===== config.mk =====
export PLATFORM = sky130hd
export DESIGN_NAME = directory_bank
export DESIGN_NICKNAME = d
export VERILOG_FILES = /design/src/logic/directory_pkg.sv /design/src/logic/request_table_if.sv /design/src/logic/directory_bank.sv /design/src/logic/disp_writeback.sv /design/src/logic/ack_return.sv /design/src/logic/request_table.sv /design/src/logic/request_issue.sv
export SDC_FILE = /design/constraint.sdc
export NUM_CORES = 1
export LEC_CHECK = 0
export BUFFER_PORTS_ARGS = -buffer_cell sky130_fd_sc_hd__buf_2
export CORE_AREA = 8 8 193 195
export CTS_CLUSTER_DIAMETER = 60
export DETAILED_ROUTE_END_ITERATION = 6
export DIE_AREA = 0 0 201 203
export PLACE_DENSITY = 0.83
export REMOVE_ABC_BUFFERS = 1
export SKIP_LAST_GASP = 1
export SLEW_MARGIN = 20
export SYNTH_ARGS = -nofsm -noshare
export SYNTH_HDL_FRONTEND = slang
export SYNTH_SLANG_ARGS = --single-unit
export TNS_END_PERCENT = 10

===== constraint.sdc =====
create_clock -name clk -period 14.35 [get_ports clk]
set_input_delay 0.7175 -clock clk [delete_from_list [all_inputs] [get_ports clk]]
set_output_delay 0.7175 -clock clk [all_outputs]
set_load 0.02 [all_outputs]

===== src/logic/directory_pkg.sv =====
package directory_pkg;

  // Physical line address carried on requests, displacements and writebacks
  parameter int paddr_bits = 40;

  // Data line width standing in for the full 512-bit line
  parameter int line_bits = 64;

  // One mask bit per byte of the line
  parameter int mask_bits = line_bits / 8;

  // Requester identification returned on every ack to the L2
  parameter int nid_bits = 5;
  parameter int l2id_bits = 6;

  // L2 read commands that are forwarded to memory as they arrive
  typedef enum logic [1:0] {
    req_read_shared = 2'b00,
    req_read_excl   = 2'b01
  } req_cmd_e;

  // Displacement kinds where only disp_none goes without a writeback
  typedef enum logic [1:0] {
    disp_none  = 2'b00,
    disp_clean = 2'b01,
    disp_dirty = 2'b10
  } disp_cmd_e;

  // Memory ack kinds that are handed to the L2 unchanged on the snack
  typedef enum logic [1:0] {
    ack_shared    = 2'b00,
    ack_exclusive = 2'b01,
    ack_modified  = 2'b10,
    ack_nack      = 2'b11
  } ack_code_e;

endpackage

===== src/logic/request_table_if.sv =====
`timescale 1ns/1ps

// Write port into the DRID table that carries one entry per accepted L2 request
interface request_table_if import directory_pkg::*; #(
  parameter int drid_bits = 4
);

  logic                 valid;
  logic [drid_bits-1:0] drid;
  logic [nid_bits-1:0]  nid;
  logic [l2id_bits-1:0] l2id;

  // The issuer drives the write and the table always takes it
  modport producer (output valid, drid, nid, l2id);

  modport tbl (input valid, drid, nid, l2id);

endinterface


===== src/logic/directory_bank.sv =====
`timescale 1ns/1ps

module directory_bank import directory_pkg::*; #(
  parameter int drid_bits = 4
) (
  input  logic                  clk,
  input  logic                  rst,

  input  logic                  l2todr_req_valid,
  output logic                  l2todr_req_retry,
  input  logic [paddr_bits-1:0] l2todr_req_paddr,
  input  req_cmd_e              l2todr_req_cmd,
  input  logic [nid_bits-1:0]   l2todr_req_nid,
  input  logic [l2id_bits-1:0]  l2todr_req_l2id,

  output logic                  drtomem_req_valid,
  input  logic                  drtomem_req_retry,
  output logic [paddr_bits-1:0] drtomem_req_paddr,
  output req_cmd_e              drtomem_req_cmd,
  output logic [drid_bits-1:0]  drtomem_req_drid,

  input  logic                  memtodr_ack_valid,
  output logic                  memtodr_ack_retry,
  input  logic [drid_bits-1:0]  memtodr_ack_drid,
  input  ack_code_e             memtodr_ack_code,
  input  logic [line_bits-1:0]  memtodr_ack_line,

  output logic                  drtol2_snack_valid,
  input  logic                  drtol2_snack_retry,
  output logic [nid_bits-1:0]   drtol2_snack_nid,
  output logic [l2id_bits-1:0]  drtol2_snack_l2id,
  output ack_code_e             drtol2_snack_code,
  output logic [line_bits-1:0]  drtol2_snack_line,

  input  logic                  l2todr_disp_valid,
  output logic                  l2todr_disp_retry,
  input  logic [paddr_bits-1:0] l2todr_disp_paddr,
  input  disp_cmd_e             l2todr_disp_cmd,
  input  logic [nid_bits-1:0]   l2todr_disp_nid,
  input  logic [l2id_bits-1:0]  l2todr_disp_l2id,
  input  logic [line_bits-1:0]  l2todr_disp_line,
  input  logic [mask_bits-1:0]  l2todr_disp_mask,

  output logic                  drtomem_wb_valid,
  input  logic                  drtomem_wb_retry,
  output logic [paddr_bits-1:0] drtomem_wb_paddr,
  output logic [line_bits-1:0]  drtomem_wb_line,
  output logic [mask_bits-1:0]  drtomem_wb_mask,

  output logic                  drtol2_dack_valid,
  input  logic                  drtol2_dack_retry,
  output logic [nid_bits-1:0]   drtol2_dack_nid,
  output logic [l2id_bits-1:0]  drtol2_dack_l2id
);

  // Lookup path from the ack side into the table
  logic [drid_bits-1:0] lookup_drid;
  logic [nid_bits-1:0]  lookup_nid;
  logic [l2id_bits-1:0] lookup_l2id;

  // DRID release from the ack side back to the free list
  logic                 release_valid;
  logic [drid_bits-1:0] release_drid;

  request_table_if #(.drid_bits(drid_bits)) table_wr ();

  request_issue #(.drid_bits(drid_bits)) request_issue_inst (
    .clk               (clk),
    .rst               (rst),
    .l2todr_req_valid  (l2todr_req_valid),
    .l2todr_req_retry  (l2todr_req_retry),
    .l2todr_req_paddr  (l2todr_req_paddr),
    .l2todr_req_cmd    (l2todr_req_cmd),
    .l2todr_req_nid    (l2todr_req_nid),
    .l2todr_req_l2id   (l2todr_req_l2id),
    .drtomem_req_valid (drtomem_req_valid),
    .drtomem_req_retry (drtomem_req_retry),
    .drtomem_req_paddr (drtomem_req_paddr),
    .drtomem_req_cmd   (drtomem_req_cmd),
    .drtomem_req_drid  (drtomem_req_drid),
    .table_wr          (table_wr.producer),
    .release_valid     (release_valid),
    .release_drid      (release_drid)
  );

  request_table #(.drid_bits(drid_bits)) request_table_inst (
    .clk         (clk),
    .table_wr    (table_wr.tbl),
    .lookup_drid (lookup_drid),
    .lookup_nid  (lookup_nid),
    .lookup_l2id (lookup_l2id)
  );

  ack_return #(.drid_bits(drid_bits)) ack_return_inst (
    .clk                (clk),
    .rst                (rst),
    .memtodr_ack_valid  (memtodr_ack_valid),
    .memtodr_ack_retry  (memtodr_ack_retry),
    .memtodr_ack_drid   (memtodr_ack_drid),
    .memtodr_ack_code   (memtodr_ack_code),
    .memtodr_ack_line   (memtodr_ack_line),
    .drtol2_snack_valid (drtol2_snack_valid),
    .drtol2_snack_retry (drtol2_snack_retry),
    .drtol2_snack_nid   (drtol2_snack_nid),
    .drtol2_snack_l2id  (drtol2_snack_l2id),
    .drtol2_snack_code  (drtol2_snack_code),
    .drtol2_snack_line  (drtol2_snack_line),
    .lookup_drid        (lookup_drid),
    .lookup_nid         (lookup_nid),
    .lookup_l2id        (lookup_l2id),
    .release_valid      (release_valid),
    .release_drid       (release_drid)
  );

  // Displacements bypass the DRID machinery entirely
  disp_writeback disp_writeback_inst (
    .clk               (clk),
    .rst               (rst),
    .l2todr_disp_valid (l2todr_disp_valid),
    .l2todr_disp_retry (l2todr_disp_retry),
    .l2todr_disp_paddr (l2todr_disp_paddr),
    .l2todr_disp_cmd   (l2todr_disp_cmd),
    .l2todr_disp_nid   (l2todr_disp_nid),
    .l2todr_disp_l2id  (l2todr_disp_l2id),
    .l2todr_disp_line  (l2todr_disp_line),
    .l2todr_disp_mask  (l2todr_disp_mask),
    .drtomem_wb_valid  (drtomem_wb_valid),
    .drtomem_wb_retry  (drtomem_wb_retry),
    .drtomem_wb_paddr  (drtomem_wb_paddr),
    .drtomem_wb_line   (drtomem_wb_line),
    .drtomem_wb_mask   (drtomem_wb_mask),
    .drtol2_dack_valid (drtol2_dack_valid),
    .drtol2_dack_retry (drtol2_dack_retry),
    .drtol2_dack_nid   (drtol2_dack_nid),
    .drtol2_dack_l2id  (drtol2_dack_l2id)
  );

endmodule


===== src/logic/disp_writeback.sv =====
`timescale 1ns/1ps

module disp_writeback import directory_pkg::*; (
  input  logic                  clk,
  input  logic                  rst,

  input  logic                  l2todr_disp_valid,
  output logic                  l2todr_disp_retry,
  input  logic [paddr_bits-1:0] l2todr_disp_paddr,
  input  disp_cmd_e             l2todr_disp_cmd,
  input  logic [nid_bits-1:0]   l2todr_disp_nid,
  input  logic [l2id_bits-1:0]  l2todr_disp_l2id,
  input  logic [line_bits-1:0]  l2todr_disp_line,
  input  logic [mask_bits-1:0]  l2todr_disp_mask,

  output logic                  drtomem_wb_valid,
  input  logic                  drtomem_wb_retry,
  output logic [paddr_bits-1:0] drtomem_wb_paddr,
  output logic [line_bits-1:0]  drtomem_wb_line,
  output logic [mask_bits-1:0]  drtomem_wb_mask,

  output logic                  drtol2_dack_valid,
  input  logic                  drtol2_dack_retry,
  output logic [nid_bits-1:0]   drtol2_dack_nid,
  output logic [l2id_bits-1:0]  drtol2_dack_l2id
);

  logic needs_wb;
  logic wb_stalled;
  logic dack_stalled;
  logic accept;
  logic wb_load;

  // Clean and dirty lines both go back to memory in passthrough mode
  assign needs_wb = l2todr_disp_cmd != disp_none;

  assign wb_stalled = drtomem_wb_valid && drtomem_wb_retry;
  assign dack_stalled = drtol2_dack_valid && drtol2_dack_retry;

  // A stalled writeback only blocks displacements that would need it
  assign l2todr_disp_retry = dack_stalled || (needs_wb && wb_stalled);
  assign accept = l2todr_disp_valid && !l2todr_disp_retry;
  assign wb_load = accept && needs_wb;

  always_ff @(posedge clk) begin
    if (rst) begin
      drtol2_dack_valid <= 1'b0;
      drtomem_wb_valid <= 1'b0;
    end else begin
      if (accept) begin
        drtol2_dack_valid <= 1'b1;
      end else if (!drtol2_dack_retry) begin
        drtol2_dack_valid <= 1'b0;
      end
      if (wb_load) begin
        drtomem_wb_valid <= 1'b1;
      end else if (!drtomem_wb_retry) begin
        drtomem_wb_valid <= 1'b0;
      end
    end
  end

  // Both payloads come from the same displacement on the same edge
  always_ff @(posedge clk) begin
    if (accept) begin
      drtol2_dack_nid <= l2todr_disp_nid;
      drtol2_dack_l2id <= l2todr_disp_l2id;
    end
    if (wb_load) begin
      drtomem_wb_paddr <= l2todr_disp_paddr;
      drtomem_wb_line <= l2todr_disp_line;
      drtomem_wb_mask <= l2todr_disp_mask;
    end
  end

endmodule


===== src/logic/ack_return.sv =====
`timescale 1ns/1ps

module ack_return import directory_pkg::*; #(
  parameter int drid_bits = 4
) (
  input  logic                 clk,
  input  logic                 rst,

  input  logic                 memtodr_ack_valid,
  output logic                 memtodr_ack_retry,
  input  logic [drid_bits-1:0] memtodr_ack_drid,
  input  ack_code_e            memtodr_ack_code,
  input  logic [line_bits-1:0] memtodr_ack_line,

  output logic                 drtol2_snack_valid,
  input  logic                 drtol2_snack_retry,
  output logic [nid_bits-1:0]  drtol2_snack_nid,
  output logic [l2id_bits-1:0] drtol2_snack_l2id,
  output ack_code_e            drtol2_snack_code,
  output logic [line_bits-1:0] drtol2_snack_line,

  output logic [drid_bits-1:0] lookup_drid,
  input  logic [nid_bits-1:0]  lookup_nid,
  input  logic [l2id_bits-1:0] lookup_l2id,

  output logic                 release_valid,
  output logic [drid_bits-1:0] release_drid
);

  logic accept;

  // The ack's DRID only indexes the table and is dropped after that
  assign lookup_drid = memtodr_ack_drid;

  assign memtodr_ack_retry = drtol2_snack_valid && drtol2_snack_retry;
  assign accept = memtodr_ack_valid && !memtodr_ack_retry;

  // The DRID goes back to the free list as soon as its ack is taken
  assign release_valid = accept;
  assign release_drid = memtodr_ack_drid;

  always_ff @(posedge clk) begin
    if (rst) begin
      drtol2_snack_valid <= 1'b0;
    end else if (accept) begin
      drtol2_snack_valid <= 1'b1;
    end else if (!drtol2_snack_retry) begin
      drtol2_snack_valid <= 1'b0;
    end
  end

  always_ff @(posedge clk) begin
    if (accept) begin
      drtol2_snack_nid <= lookup_nid;
      drtol2_snack_l2id <= lookup_l2id;
      drtol2_snack_code <= memtodr_ack_code;
      drtol2_snack_line <= memtodr_ack_line;
    end
  end

endmodule


===== src/logic/request_table.sv =====
`timescale 1ns/1ps

module request_table import directory_pkg::*; #(
  parameter int drid_bits = 4
) (
  input  logic                 clk,

  request_table_if.tbl         table_wr,

  input  logic [drid_bits-1:0] lookup_drid,
  output logic [nid_bits-1:0]  lookup_nid,
  output logic [l2id_bits-1:0] lookup_l2id
);

  localparam int num_ids = 1 << drid_bits;

  // Who asked for each outstanding DRID
  logic [nid_bits-1:0]  nid_mem  [num_ids];
  logic [l2id_bits-1:0] l2id_mem [num_ids];

  // Single write port owned by the issuer
  always_ff @(posedge clk) begin
    if (table_wr.valid) begin
      nid_mem[table_wr.drid] <= table_wr.nid;
      l2id_mem[table_wr.drid] <= table_wr.l2id;
    end
  end

  // Combinational read so the ack can be answered in the cycle it arrives
  assign lookup_nid = nid_mem[lookup_drid];
  assign lookup_l2id = l2id_mem[lookup_drid];

endmodule


===== src/logic/request_issue.sv =====
`timescale 1ns/1ps

module request_issue import directory_pkg::*; #(
  parameter int drid_bits = 4
) (
  input  logic                  clk,
  input  logic                  rst,

  input  logic                  l2todr_req_valid,
  output logic                  l2todr_req_retry,
  input  logic [paddr_bits-1:0] l2todr_req_paddr,
  input  req_cmd_e              l2todr_req_cmd,
  input  logic [nid_bits-1:0]   l2todr_req_nid,
  input  logic [l2id_bits-1:0]  l2todr_req_l2id,

  output logic                  drtomem_req_valid,
  input  logic                  drtomem_req_retry,
  output logic [paddr_bits-1:0] drtomem_req_paddr,
  output req_cmd_e              drtomem_req_cmd,
  output logic [drid_bits-1:0]  drtomem_req_drid,

  request_table_if.producer     table_wr,

  input  logic                  release_valid,
  input  logic [drid_bits-1:0]  release_drid
);

  localparam int num_ids = 1 << drid_bits;

  // One bit per DRID that is set while the ID is not held by an outstanding request
  logic [num_ids-1:0]   free_q;
  logic [num_ids-1:0]   free_next;
  logic [drid_bits-1:0] pick_drid;
  logic                 any_free;
  logic                 out_can_load;
  logic                 accept;

  // Lowest free DRID wins, so scan from the top and let lower hits overwrite
  always_comb begin
    pick_drid = '0;
    for (int i = num_ids - 1; i >= 0; i--) begin
      if (free_q[i]) begin
        pick_drid = drid_bits'(i);
      end
    end
  end

  assign any_free = |free_q;

  // The memory request register can take a new entry when empty or draining
  assign out_can_load = !drtomem_req_valid || !drtomem_req_retry;

  assign l2todr_req_retry = !out_can_load || !any_free;
  assign accept = l2todr_req_valid && !l2todr_req_retry;

  // The picked ID is always free and a released ID never is, so the two never collide
  always_comb begin
    free_next = free_q;
    if (accept) begin
      free_next[pick_drid] = 1'b0;
    end
    if (release_valid) begin
      free_next[release_drid] = 1'b1;
    end
  end

  // Requester IDs go into the table on the same edge the request is taken
  assign table_wr.valid = accept;
  assign table_wr.drid = pick_drid;
  assign table_wr.nid = l2todr_req_nid;
  assign table_wr.l2id = l2todr_req_l2id;

  always_ff @(posedge clk) begin
    if (rst) begin
      free_q <= '1;
      drtomem_req_valid <= 1'b0;
    end else begin
      free_q <= free_next;
      if (accept) begin
        drtomem_req_valid <= 1'b1;
      end else if (!drtomem_req_retry) begin
        drtomem_req_valid <= 1'b0;
      end
    end
  end

  // Payload only changes on a load, so a stalled request holds steady
  always_ff @(posedge clk) begin
    if (accept) begin
      drtomem_req_paddr <= l2todr_req_paddr;
      drtomem_req_cmd <= l2todr_req_cmd;
      drtomem_req_drid <= pick_drid;
    end
  end

endmodule


---- After elaboration in Yosys (flattened, before gate mapping) ----
Memory sizes are Yosys's and may differ from the RTL's. A register that Yosys moved wholly into a read port is not among the register bits.
Index checks and enable logic that the tools add are counted.
cells by class
  magnitude comparators ................... 4
  eq/ne operators ......................... 4
  multiplexer cells ....................... 32
  bitwise gates (word level) .............. 3
  reduce and logical (&&, ||, !) cells .... 22
operators by type and width
  operator                                                                 number
  4-bit 2-to-1 mux                                                         16
  16-bit 2-to-1 mux                                                        2
  16-bit bitwise AND                                                       1
  16-bit NOT                                                               1
  16-bit bitwise OR                                                        1
  16-bit OR reduction                                                      1
  1-bit 2-to-1 mux                                                         12
  1-bit logical AND                                                        10
  4-bit by 5-bit < comparator with 1-bit output, second input constant     2
  1-bit demux with 4-bit select                                            2
  4-bit by 1-bit >= comparator with 1-bit output, second input constant    2
  2-bit by 1-bit inequality test with 1-bit output, second input constant  4
  1-bit zero test                                                          7
  1-bit logical OR                                                         3
  2-bit nonzero test                                                       1
word-level totals
  bits in registers ....................... 255
  RAM bits ................................ 176
  input port bits ......................... 257
  output and inout port bits .............. 253
  memories kept ........................... 2
memories
  name                         depth  width  read ports  clocked after Yosys merged registers in  write ports  RTL line             text
  request_table_inst.l2id_mem  16     6      1           1                                        1            request_table.sv:19  logic [l2id_bits-1:0] l2id_mem [num_ids];
  request_table_inst.nid_mem   16     5      1           1                                        1            request_table.sv:18  logic [nid_bits-1:0] nid_mem [num_ids];

---- Longest topological paths before layout ----
  depth in word-level cells ............... 25
  gate-level depth with buffers ........... 6

---- By module ----
A second synthesis with hierarchy kept.
unflattened totals
  cells, all modules ...................... 703
  area, all modules ....................... 15462.3 sq um
by module, submodules not included
  module          times used  cells an instance  area each (sq um)  seq. area each (sq um)
  request_table   1           294                6777.8             5285.1
  disp_writeback  1           136                3821.2             3733.6
  request_issue   1           183                2444.8             1721.7
  ack_return      1           90                 2418.6             2332.2

---- Least setup slack after synthesis ----
Ideal clock, no wire load.
  path kind ............................... input-to-reg
  start point ............................. input memtodr_ack_valid
  end point ............................... register request_issue_inst.free_q[8]
  library setup time ...................... 0.065 ns
  arrival ................................. 7.593 ns
  data required time ...................... 14.285 ns
  path slack .............................. 6.693 ns
  stages on the path ...................... 5
  path buffers ............................ 0
  cells stage by stage .................... a21boi_0 -> and3b_1 -> a211oi_1 -> and4b_1 -> nor2_1
between the ends
  word-level cells in the longest chain between the ends .. 2
ends and longest elaborated chain
  element                 RTL line              text
  start: declaration      directory_bank.sv:22  input logic memtodr_ack_valid,
  1-bit logical AND       ack_return.sv:36      assign accept = memtodr_ack_valid && !memtodr_ack_retry;
  16-bit 2-to-1 mux       request_issue.sv:62   if (release_valid) begin
  end signal: assignment  request_issue.sv:78   free_q <= free_next;
  end: declaration        request_issue.sv:31   logic [num_ids-1:0] free_q;
No other way between the ends.
A chain may end at the register's enable or synchronous reset.

---- Worst setup path after layout ----
  start point ............................. register request_issue_inst.free_q[0]
  end point ............................... memory request_table_inst.l2id_mem[15][5] (enable)
between the ends
  word-level cells in the longest chain between the ends .. 7
  elaborated cells on any way between the ends .. 8
  classes of those cells .................. mux: 3; reduce/logical: 5
ends and longest elaborated chain
  element                                 RTL line             text
  16-bit OR reduction                     request_issue.sv:48  assign any_free = |free_q;
  1-bit zero test                         request_issue.sv:53  assign l2todr_req_retry = !out_can_load || !any_free;
  1-bit logical OR                        request_issue.sv:53
  1-bit zero test                         request_issue.sv:54  assign accept = l2todr_req_valid && !l2todr_req_retry;
  1-bit logical AND                       request_issue.sv:54
  1-bit 2-to-1 mux                        request_table.sv:23  if (table_wr.valid) begin
  1-bit 2-to-1 mux (implied by the code)  request_table.sv:25  l2id_mem[table_wr.drid] <= table_wr.l2id;
  end: declaration                        request_table.sv:19
Several ways; a longest one is shown, not always the timed one.

==> results.yml <==
clocking:
  root_buffer: "clkbuf_16"
  clkSinkCount: 442
  clk_pin_slew_ns: 0.06
  cts_max_level: 2
  cts_tree: "yes"
  postCtsSetupBuffers: 0
  ctsLongestPathBuffers: 3
  clkLatencyLatePin_ns: 0.56
  cts_hold_buf: 0
  cts_buffers: 46
  cts_resized: 0
yosys:
  synth-seq-area-share: 0.856
  synth_seq_cells: 442
  yosys_warnings: 0
  syn_inst: 652
  synth_area_leaders: "edfxtp_1, mux4_2, dfxtp_1"
  postSynthAreaPerCell_sq_um: 23.4
  ys_async_sr_fraction: 0
  synth.distinct_cells: 54
  synth_top_cell_by_area: "edfxtp_1"
  synth_ff_type: "edfxtp_1"
  synth_top_area_frac: 0.829
  synth_area_sq_um: 15300
  synth_edf_count: 422
worst_setup_path:
  crit_path_max_fanout: 14
  path_depth: 6
  r2r_cells: 6
  slowest_delay_ns: 0.66
  crit_top_cell: "nor2_1"
  crit_required_ns: 14.61
  crit_path_cell_trace: "nor2_1, o311ai_0, o21ai_2, o211ai_1, nor2_1, buf_4"
  cp_slowest_cell: "nor2_1"
  end_kind: "flip-flop"
  crit_family: "compound AO/OA/AOI/OAI gates"
  critPathBufInv: 1
  crit_type: "reg2reg"
  startpoint_type: "flip-flop"
  cp.arrival_ns: 3.34
grt:
  grt_max_degree: 89
  grt_pass1_vias: 9260
  grt.total_usage: 0.215
  overflow: 0
  antenna_found_initial: 8
  grt_pass1_wl_um: 64700
final_layout:
  fill_cells: 2487
  area_delta_synth_final_pct: 31.5
  drive_gt1_frac: 0.542
  stdcell_area_sq_um: 20100
  nets: 1464
timing:
  fin_crit_sh: 0.214
  maxSlewHeadroom: 0.240
  tns_ns: 0
  hold_viol_final: 0
  skew_ns: 0.0234
  fin_crit_ns: 3.07
  setup_viol: 0
  slew_violations: 0
  max_freq_mhz: 326
  rsz0062_at_grt: "no"
  tightest_slew_ns: 1.13
floorplan:
  ios: 510
  initial_utilization: 0.448
  rows: 68
  fp.dieW_um: 201
  die_h_um: 203
  dieArea_sq_um: 40800
  fp.coreArea_sq_um: 34100
status:
  status: "completed"
drt:
  postRouteAntennaNets: 0
  dr_total_vias: 8971
  via_per_inst: 5.27
  drc_errors: 0
  first_iter_violations: 696
  wire_per_inst_um: 26.8
  firstDrtPassIters: 6
  wl_um: 45700
min_path:
  hold_class: "in2reg"
  holdPathStages: 1
place:
  place.gp.congestion: 0.907
  placed_area_sq_um: 18500
  dp_hpwl_um: 33200
  port_buffers: 509
pwr:
  ir_drop_mv: 0.105
  power_leakage_nw: 7.69
  power-per-cell-area_nw_per_um2: 145
flow_run:
  cap_violations: 0
logic make-up after synthesis:
| kind of cell | share of synthesized area |
|---|---|
| multiplexers | 0.0811 |
| buffers and inverters | 0.00843 |
| flip-flops | 0.856 |
| AO/OA/AOI/OAI | 0.0265 |
| AND/OR/NAND/NOR | 0.0283 |
registers in the layout, summed over array words and instances, names as in the netlist, 2 cells and up:
| register | count |
|---|---|
| disp_writeback_inst.drtol2_dack_nid | 5 |
| request_issue_inst.drtomem_req_paddr | 40 |
| ack_return_inst.drtol2_snack_line | 64 |
| disp_writeback_inst.drtol2_dack_l2id | 6 |
| ack_return_inst.drtol2_snack_code | 2 |
| request_table_inst.l2id_mem | 96 |
| ack_return_inst.drtol2_snack_nid | 5 |
| request_issue_inst.drtomem_req_drid | 4 |
| request_issue_inst.free_q | 16 |
| disp_writeback_inst.drtomem_wb_mask | 8 |
| disp_writeback_inst.drtomem_wb_paddr | 40 |
| request_issue_inst.drtomem_req_cmd | 2 |
| disp_writeback_inst.drtomem_wb_line | 64 |
| request_table_inst.nid_mem | 80 |
| ack_return_inst.drtol2_snack_l2id | 6 |
per-stage QoR:
stage | instances | util | power, W | hold WS (ns) | setup WS, ns
after detailed placement | 1613 | 0.541 | 0.00173 | 0.471 | 10.73
after global routing | 1703 | 0.589 | 0.00300 | 0.309 | 11.06
after CTS | 1698 | 0.587 | 0.00295 | 0.306 | 10.99
after floorplan | 635 | - | 0.00161 | 0.450 | 6.69
final | 1703 | 0.589 | 0.00292 | 0.339 | 11.28
after global placement | 1613 | 0.541 | 0.00173 | 0.467 | 10.85
placed cells by master, fill, tap and decap left out, types with 4 or more instances in the layout:
cell type	count
a21o_1	4
a21oi_1	9
a221o_1	6
buf_2	509
buf_4	14
bufinv_16	7
clkbuf_1	9
clkbuf_16	47
clkinv_1	7
clkinv_2	8
dfxtp_1	20
diode_2	4
edfxtp_1	422
inv_1	11
mux4_2	55
nand2_1	12
nor2_1	21
o21ai_0	4
o21ai_1	5
cell type report:
class	instances	area, sq um	share of cell area
flip-flops and latches	442	13100	0.651
repair buffers	524	2680	0.133
multi-input cells	181	2140	0.107
clock buffers	56	1210	0.0602
well taps	455	569	0.0283
clock inverters	29	358	0.0178
inverters	12	47.5	0.00237
diodes	4	10.0	0.000498
cell usage after synthesis, types with 2 or more instances:
library cell	number
clkbuf_1	9
a21o_1	4
a31oi_1	3
a21boi_0	2
mux4_2	55
nor3_1	5
nor2b_1	2
nand3_1	3
nor2_1	21
a221o_1	6
o21ai_0	4
nor4_4	2
o21ai_1	6
a211o_1	2
nand2b_1	2
a211oi_1	2
a221oi_2	2
buf_4	4
dfxtp_1	20
nand2_1	12
buf_2	4
nor4_1	2
and3_1	3
or4_1	2
o211ai_1	2
a21oi_1	9
inv_1	12
and2_1	3
nand3_2	2
edfxtp_1	422
a211oi_2	2
worst reg2reg max path, stage by stage (launching register included):
cell and delay [ns]:
dfxtp_1 0.38, nor2_1 0.19, o311ai_0 0.18, o21ai_2 0.63, o211ai_1 0.44, nor2_1 0.66, buf_4 0.30
worst paths after layout:
| check | start | to | slack [ns] |
|---|---|---|---|
| worst max-delay path | request_issue_inst.free_q[0] | request_table_inst.l2id_mem[15][5] | 11.28 |
| worst min-delay path | l2todr_disp_l2id[5] | disp_writeback_inst.drtol2_dack_l2id[5] | 0.34 |
| worst max register to register | request_issue_inst.free_q[0] | request_table_inst.l2id_mem[15][5] | 11.28 |
| worst min register to register | disp_writeback_inst.drtomem_wb_valid | disp_writeback_inst.drtomem_wb_valid | 0.49 |
power breakdown:
group          total [W]  internal (W)  switching, W
Combinational   0.000218     0.0000746      0.000144
Clock            0.00122      0.000731      0.000484
Sequential       0.00149       0.00147     0.0000150
Total            0.00292       0.00228      0.000643
routing by layer:
metal  global-route usage  vias up  wire length, um
met2                0.371      555            23600
met4               0.0696        2             1230
met1                0.260     4521            16900
li1                     -     3820                -
met3               0.0563       73             3980
met5                    0        -               13
Note: power is estimated with default switching activity, not from simulation.
